`src/hw/seg_display_pkg.sv`:
```
package seg_display_pkg;

  localparam int unsigned NUM_DIGITS = 8; // digits on the board
  localparam int unsigned NIBBLE_W   = 4; // one hex digit

  // one digit as the 595 pair sees it, upper byte of the shifted word
  typedef struct packed {
    logic       dp;   // decimal point, msb
    logic [6:0] segs; // g..a, active high, common cathode
  } seg_t;

  localparam int unsigned WORD_W = $bits(seg_t) + NUM_DIGITS; // segments + select byte

  typedef struct packed {
    logic                                valid;   // one-cycle strobe
    logic [NUM_DIGITS-1:0][NIBBLE_W-1:0] nibbles; // [0] is debug32[3:0]
  } snap_t;

  function automatic logic [6:0] hex_to_seg(input logic [NIBBLE_W-1:0] nib);
    logic [6:0] pat;
    case (nib)
      4'h0: pat = 7'h3f;
      4'h1: pat = 7'h06;
      4'h2: pat = 7'h5b;
      4'h3: pat = 7'h4f;
      4'h4: pat = 7'h66;
      4'h5: pat = 7'h6d;
      4'h6: pat = 7'h7d;
      4'h7: pat = 7'h07;
      4'h8: pat = 7'h7f;
      4'h9: pat = 7'h6f;
      4'ha: pat = 7'h77;
      4'hb: pat = 7'h7c; // lower case b
      4'hc: pat = 7'h39;
      4'hd: pat = 7'h5e; // lower case d
      4'he: pat = 7'h79;
      default: pat = 7'h71; // F
    endcase
    return pat;
  endfunction

endpackage

```
`src/hw/frame_sequencer.sv`:
```
`timescale 1ns/1ps

module frame_sequencer (
  input  logic                   sys_clk,
  input  logic                   reset,
  input  logic [31:0]            debug32,     // from the processor system
  input  logic                   frame_done,  // serializer finished digit 7
  output seg_display_pkg::snap_t snap,        // snapshot to all digit cells
  output logic                   frame_start  // serializer may start
);

  logic pending_q; // start request left by reset
  logic take;      // snapshot on this edge
  logic valid_q;   // snap strobe
  logic start_q;   // snap strobe delayed one cycle

  logic [seg_display_pkg::NUM_DIGITS-1:0][seg_display_pkg::NIBBLE_W-1:0] nibbles_q;

  // a new frame is wanted after reset release and after each finished frame
  assign take = pending_q | frame_done;

  always_ff @(posedge sys_clk) begin
    if (reset) begin
      pending_q <= 1'b1; // first frame right after release
      valid_q   <= 1'b0;
      start_q   <= 1'b0;
    end else begin
      pending_q <= 1'b0;    // request served on the first free edge
      valid_q   <= take;    // one cycle, take never holds two cycles
      start_q   <= valid_q; // cells load on valid, so they are settled here
    end
  end

  // debug word is only sampled here, mid-frame changes wait for the next frame
  always_ff @(posedge sys_clk) begin
    if (take) begin
      nibbles_q <= debug32; // nibble 0 = bits 3:0
    end
  end

  assign snap.valid   = valid_q;
  assign snap.nibbles = nibbles_q;
  assign frame_start  = start_q;

endmodule

```
`src/hw/digit_cell.sv`:
```
`timescale 1ns/1ps

module digit_cell #(
  parameter int unsigned DP_HOLD_FRAMES = 3 // frames dp stays lit after a change
) (
  input  logic                                  sys_clk,
  input  logic                                  reset,
  input  logic                                  snap_valid, // new frame value present
  input  logic [seg_display_pkg::NIBBLE_W-1:0]  nibble,     // this digit's nibble
  output seg_display_pkg::seg_t                 seg         // pattern for the serializer
);

  localparam int unsigned HOLD_W =
    (DP_HOLD_FRAMES > 0) ? $clog2(DP_HOLD_FRAMES + 1) : 1;
  localparam logic [HOLD_W-1:0] HOLD_LOAD = HOLD_W'(DP_HOLD_FRAMES);

  logic [seg_display_pkg::NIBBLE_W-1:0] prev_q;  // nibble of the last frame
  logic [HOLD_W-1:0]                    hold_q;  // frames of dp left
  logic [HOLD_W-1:0]                    hold_nxt;
  logic                                 changed;
  seg_display_pkg::seg_t                seg_q;

  assign changed = (nibble != prev_q);

  // reload on change, otherwise run down and stick at zero
  always_comb begin
    hold_nxt = hold_q;
    if (changed) begin
      hold_nxt = HOLD_LOAD;
    end else if (hold_q != '0) begin
      hold_nxt = hold_q - 1'b1;
    end
  end

  always_ff @(posedge sys_clk) begin
    if (reset) begin
      prev_q <= '0; // previous value counts as 0 after reset
      hold_q <= '0;
    end else if (snap_valid) begin
      prev_q <= nibble;
      hold_q <= hold_nxt;
    end
  end

  // pattern registered one cycle after snap_valid, held for the whole frame
  always_ff @(posedge sys_clk) begin
    if (snap_valid) begin
      seg_q.segs <= seg_display_pkg::hex_to_seg(nibble);
      seg_q.dp   <= (hold_nxt != '0); // current frame counts
    end
  end

  assign seg = seg_q;

endmodule

```
`src/hw/hc595_serializer.sv`:
```
`timescale 1ns/1ps

module hc595_serializer #(
  parameter int unsigned SHIFT_DIV = 4 // half period of segled_clk in sys_clk cycles
) (
  input  logic                                                     sys_clk,
  input  logic                                                     reset,
  input  logic                                                     frame_start,
  input  seg_display_pkg::seg_t [seg_display_pkg::NUM_DIGITS-1:0] digits,
  output logic                                                     segled_clk, // 595 SHCP
  output logic                                                     segled_dat, // 595 DS
  output logic                                                     segled_str, // 595 STCP
  output logic                                                     frame_done
);

  localparam int unsigned NDIG   = seg_display_pkg::NUM_DIGITS;
  localparam int unsigned WORD_W = seg_display_pkg::WORD_W;
  localparam int unsigned IDX_W  = $clog2(NDIG);
  localparam int unsigned BIT_W  = $clog2(WORD_W);
  localparam int unsigned DIV_W  = $clog2(2 * SHIFT_DIV);

  typedef enum logic [1:0] {
    S_IDLE,
    S_SHIFT,
    S_STROBE
  } state_e;

  state_e            state_q;
  logic [DIV_W-1:0]  div_q;     // position inside a bit or a strobe
  logic [BIT_W-1:0]  bit_q;     // bits already sent of this word
  logic [IDX_W-1:0]  digit_q;   // digit being sent
  logic [WORD_W-1:0] shift_q;   // msb is on segled_dat
  logic              clk_q;
  logic              dat_q;
  logic              str_q;
  logic              done_q;

  logic              clk_rise;  // end of low half
  logic              bit_end;   // end of high half
  logic              str_end;   // last strobe cycle
  logic              last_bit;
  logic              last_digit;
  logic              load;      // new word goes out on this edge
  logic              advance;   // next bit of the same word
  logic [IDX_W-1:0]  load_idx;
  logic [NDIG-1:0]   load_sel;  // one-hot-low digit select
  logic [WORD_W-1:0] load_word;

  assign clk_rise   = (state_q == S_SHIFT) && (div_q == DIV_W'(SHIFT_DIV - 1));
  assign bit_end    = (state_q == S_SHIFT) && (div_q == DIV_W'(2 * SHIFT_DIV - 1));
  assign str_end    = (state_q == S_STROBE) && (div_q == DIV_W'(SHIFT_DIV - 1));
  assign last_bit   = (bit_q == BIT_W'(WORD_W - 1));
  assign last_digit = (digit_q == IDX_W'(NDIG - 1));

  assign load    = ((state_q == S_IDLE) && frame_start) || (str_end && !last_digit);
  assign advance = bit_end && !last_bit;

  // frames always begin at digit 0, later words take the next index
  assign load_idx  = (state_q == S_IDLE) ? '0 : digit_q + 1'b1;
  assign load_sel  = ~(NDIG'(1) << load_idx);
  assign load_word = {digits[load_idx], load_sel}; // segments first, select last

  always_ff @(posedge sys_clk) begin
    if (reset) begin
      state_q <= S_IDLE;
      div_q   <= '0;
      bit_q   <= '0;
      digit_q <= '0;
      clk_q   <= 1'b0;
      str_q   <= 1'b0;
      done_q  <= 1'b0;
    end else begin
      done_q <= 1'b0; // single pulse
      div_q  <= div_q + 1'b1;
      case (state_q)
        S_IDLE: begin
          div_q <= '0;
          if (frame_start) begin
            state_q <= S_SHIFT;
            bit_q   <= '0;
            digit_q <= '0;
          end
        end
        S_SHIFT: begin
          if (clk_rise) begin
            clk_q <= 1'b1; // 595 samples dat here
          end
          if (bit_end) begin
            clk_q <= 1'b0;
            div_q <= '0;
            bit_q <= bit_q + 1'b1;
            if (last_bit) begin
              state_q <= S_STROBE;
              str_q   <= 1'b1; // latch the full word
            end
          end
        end
        S_STROBE: begin
          if (str_end) begin
            str_q <= 1'b0;
            div_q <= '0;
            bit_q <= '0;
            if (last_digit) begin
              state_q <= S_IDLE;
              digit_q <= '0;
              done_q  <= 1'b1; // after the last strobe fell
            end else begin
              state_q <= S_SHIFT; // next digit, no gap
              digit_q <= digit_q + 1'b1;
            end
          end
        end
        default: state_q <= S_IDLE;
      endcase
    end
  end

  always_ff @(posedge sys_clk) begin
    if (reset) begin
      dat_q <= 1'b0; // pins low out of reset
    end else if (load) begin
      dat_q <= load_word[WORD_W-1];
    end else if (advance) begin
      dat_q <= shift_q[WORD_W-2]; // changes only as clk falls
    end
  end

  always_ff @(posedge sys_clk) begin
    if (load) begin
      shift_q <= load_word;
    end else if (advance) begin
      shift_q <= shift_q << 1; // msb first
    end
  end

  assign segled_clk = clk_q;
  assign segled_dat = dat_q;
  assign segled_str = str_q;
  assign frame_done = done_q;

endmodule

```
`src/hw/seg_display_top.sv`:
```
`timescale 1ns/1ps

module seg_display_top #(
  parameter int unsigned SHIFT_DIV      = 4, // serial clock half period
  parameter int unsigned DP_HOLD_FRAMES = 3  // dp highlight length in frames
) (
  input  logic        sys_clk,
  input  logic        reset,
  input  logic [31:0] debug32,    // debug word of the processor system
  output logic        segled_clk, // to the chained 74HC595 pair
  output logic        segled_dat,
  output logic        segled_str
);

  seg_display_pkg::snap_t snap;        // per-frame copy of debug32
  logic                   frame_start;
  logic                   frame_done;

  // one pattern per digit, index 0 is the lowest nibble
  seg_display_pkg::seg_t [seg_display_pkg::NUM_DIGITS-1:0] digits;

  frame_sequencer i_sequencer (
    .sys_clk     (sys_clk),
    .reset       (reset),
    .debug32     (debug32),
    .frame_done  (frame_done),
    .snap        (snap),
    .frame_start (frame_start)
  );

  for (genvar i = 0; i < seg_display_pkg::NUM_DIGITS; i++) begin : g_digit
    digit_cell #(
      .DP_HOLD_FRAMES (DP_HOLD_FRAMES)
    ) i_cell (
      .sys_clk    (sys_clk),
      .reset      (reset),
      .snap_valid (snap.valid),
      .nibble     (snap.nibbles[i]),
      .seg        (digits[i])
    );
  end

  hc595_serializer #(
    .SHIFT_DIV (SHIFT_DIV)
  ) i_serializer (
    .sys_clk     (sys_clk),
    .reset       (reset),
    .frame_start (frame_start),
    .digits      (digits),
    .segled_clk  (segled_clk),
    .segled_dat  (segled_dat),
    .segled_str  (segled_str),
    .frame_done  (frame_done) // back to the sequencer for the next snapshot
  );

endmodule

```
`config.mk`:
```
export PLATFORM = sky130hd
export DESIGN_NAME = seg_display_top
export DESIGN_NICKNAME = d
export VERILOG_FILES = /design/src/hw/seg_display_pkg.sv /design/src/hw/frame_sequencer.sv /design/src/hw/digit_cell.sv /design/src/hw/hc595_serializer.sv /design/src/hw/seg_display_top.sv
export SDC_FILE = /design/constraint.sdc
export NUM_CORES = 1
export LEC_CHECK = 0
export ABC_AREA = 1
export ABC_CLOCK_PERIOD_IN_PS = 3150
export BUFFER_PORTS_ARGS = -buffer_cell sky130_fd_sc_hd__buf_2
export CAP_MARGIN = 20
export CORE_MARGIN = 4
export CORE_UTILIZATION = 45
export DETAILED_ROUTE_END_ITERATION = 8
export PLACE_DENSITY = 0.71
export SYNTH_ARGS = -nofsm -noshare
export SYNTH_HDL_FRONTEND = slang
export SYNTH_SLANG_ARGS = --single-unit
```
`constraint.sdc`:
```
create_clock -name sys_clk -period 3.15 [get_ports sys_clk]
set_clock_uncertainty 0.15 [all_clocks]
set_input_delay 0.63 -clock sys_clk [delete_from_list [all_inputs] [get_ports sys_clk]]
set_output_delay 0.63 -clock sys_clk [all_outputs]
set_load 0.1 [all_outputs]
```
==> summary.txt <==
Detailed-placement wirelength estimate - 12.9 mm
Max IR drop VDD - 322 µV
Inst Count DP - 1271
Largest net degree at the start of global routing - 69
Chip height - 150 µm
EDFF count, synth - 111
Slowest CP cell - dfxtp_1
IO Port Bufs - 36
Final hold violations - 0
Critical path buffers and inverters - 2
Ys flop type - edfxtp_1
Core Rows - 51
Maxcap violations - 0
Setup Buffers After CTS - 0
Post-synthesis cell area - 9030 µm²
WL/cell - 14.5 µm
Critical Path RT - 3.20 ns
Total wire length - 18.9 mm
Fill count - 1797
Power per cell area - 531 nW/µm²
Pins Over Slew Limit - 0
Vias per cell - 5.10
Via count - 6651
Residual DRC - 0
Ports - 37
# H-tree levels - 4
Post-route ant nets - 0
NumNets Final - 1121
Reg2Reg Setup Slack - 0.76 ns
Sequential area share after synthesis - 0.518
Hold Buf Count CTS - 0
Synth Register Bits - 178
Synth-to-Final Area Change - 11.3%
Period minus WS final - 2.39 ns
Hold_ws - 0.212 ns
Clock Latency Late Sink - 0.43 ns
Ant diodes - 0
Post-route design area - 10100 µm²
Post-route setup slack - 0.756 ns
Distinct cell type count after synthesis - 38
Initial antenna violation count - 0
Final setup viols - 0
First-pass GRT wire length - 31.2 mm
Tcrit/Tclk final - 0.760
Final cell utilization of the core - 0.513
Pre-antenna DRT Iters - 5
Pre-CTS WS - 0.797 ns
Vias in the first global route - 6299
Initial Util - 0.461
Root Driver - clkbuf_16
Synthesized net count - 1090
Reg clk slew, reported paths - 0.08 ns
Global placement routability congestion - 0.915
Ys async rst share - 0
Max Freq - 418 MHz
Post-Syn Instances - 994
Gr usage total - 0.175
Slew HR - 0.450
Die width - 150 µm
Setup TNS - 0 ns
Unrepaired setup endpoints after global routing - false
CP max FO - 10
Commonest non-fill, non-tap cell in the layout - nand2_1
Core ar. - 19600 µm²
Synth Warn # - 0
CTS sink count - 178
CTS Buffer Depth - 2
Tightest Pin Transition - 0.825 ns
Status - complete, no violations
Crit Path Class - reg2reg
CP arrival - 2.44 ns
Post-route insts no fill - 1303
Most frequent cells in the layout - 193 x nand2_1, 114 x inv_1, 111 x edfxtp_1
Die footprint - 22400 µm²
Syn_area_per_cell - 9.09 µm²
P_leak - 4.27 nW
GRT overflow - 0
CP cell instances - ha_1, ha_1, inv_1, nor2_4, inv_2, a21oi_1, nand3_1, nand3_1, nand2_1
Overall Power - 5.34 mW
Layout cells sized above 1 - 0.101
CTS resizes - 0
CP Capture Type - flip-flop
DR iter-0 viols - 460
Worst hold path class - in2reg
TritonCTS clock tree - yes
Critical Path Max Stage Delay - 0.42 ns
CP delay by family, top - adder cells
Placed Area - 9440 µm²
CTS Buf Count - 17
Startpoint types - flip-flop
## worst paths after layout
path | startpoint | endpoint | cells after the start
max | i_serializer.digit_q[0] | i_serializer.shift_q[12] | 9
min | debug32[29] | i_sequencer.snap[29] | 1
max reg2reg | i_serializer.digit_q[0] | i_serializer.shift_q[12] | 9
min reg2reg | i_serializer.segled_str | i_serializer.segled_str | 2
## worst reg2reg max path: stages, from the launching register on
cell and delay, ns:
dfxtp_1 0.42, ha_1 0.26, ha_1 0.38, inv_1 0.14, nor2_4 0.28, inv_2 0.15
a21oi_1 0.16, nand3_1 0.09, nand3_1 0.08, nand2_1 0.05
## synthesized netlist by cell type (3+ instances only)
| cell | n | area (µm²) |
|---|---|---|
| buf_6 | 4 | 45.0 |
| a21oi_1 | 32 | 160 |
| nand4_1 | 8 | 50.1 |
| or2_2 | 3 | 18.8 |
| and2_1 | 5 | 31.3 |
| xnor2_1 | 16 | 140 |
| clkbuf_1 | 19 | 71.3 |
| nand2_4 | 3 | 33.8 |
| inv_2 | 7 | 26.3 |
| o22ai_1 | 4 | 25.0 |
| nor2_2 | 3 | 18.8 |
| dfxtp_1 | 67 | 1340 |
| o311ai_0 | 4 | 35.0 |
| edfxtp_1 | 111 | 3330 |
| buf_2 | 6 | 30.0 |
| a31oi_1 | 19 | 119 |
| o21ai_0 | 95 | 475 |
| inv_1 | 114 | 428 |
| o211ai_1 | 4 | 30.0 |
| nor3_1 | 3 | 15.0 |
| nor2_1 | 83 | 312 |
| nor2_4 | 6 | 67.6 |
| xor2_1 | 16 | 140 |
| ha_1 | 62 | 776 |
| nand2_1 | 193 | 724 |
| nand3_1 | 91 | 455 |
## state kept, by name (all words and copies together) (netlist names)
name                     count
g_digit.i_cell.hold_q       16
i_serializer.digit_q         3
i_serializer.frame_done      1
i_serializer.bit_q           4
i_sequencer.snap            32
i_sequencer.pending_q        1
i_serializer.div_q           3
i_sequencer.valid_q          1
i_serializer.segled_clk      1
i_serializer.shift_q        15
i_serializer.segled_dat      1
i_sequencer.frame_start      1
g_digit.i_cell.seg          64
g_digit.i_cell.prev_q       32
i_serializer.state_q         2
i_serializer.segled_str      1
## power by group
part	internal (mW)	switching, mW	leakage, nW
Clock	1.15	1.03	0.303
Sequential	2.61	0.0871	1.57
Combinational	0.157	0.307	2.39
## layer usage
metal  vias to the layer above  track usage  routed length (µm)
met5                         -            0                   0
met2                       153        0.283                8910
met3                        22       0.0339                 862
met1                      3116        0.241                8810
met4                         0       0.0531                 294
li1                       3360            -                   -
## final cells by class
cell class	count	area [µm²]	area share
clock buffers	17	425	0.0423
clock inverters	15	186	0.0185
inverters	123	467	0.0464
multi-input cells	662	3740	0.372
flip-flops and latches	178	4680	0.465
well taps	265	332	0.0330
repair buffers	43	233	0.0231
## cell families after synthesis
logic type | synth area share
fa+ha+maj | 0.0859
flops | 0.518
simple gates | 0.197
buf+inv | 0.0687
compound gates | 0.100
xor+xnor | 0.0310
No activity file was read; power rests on OpenSTA's default activity.
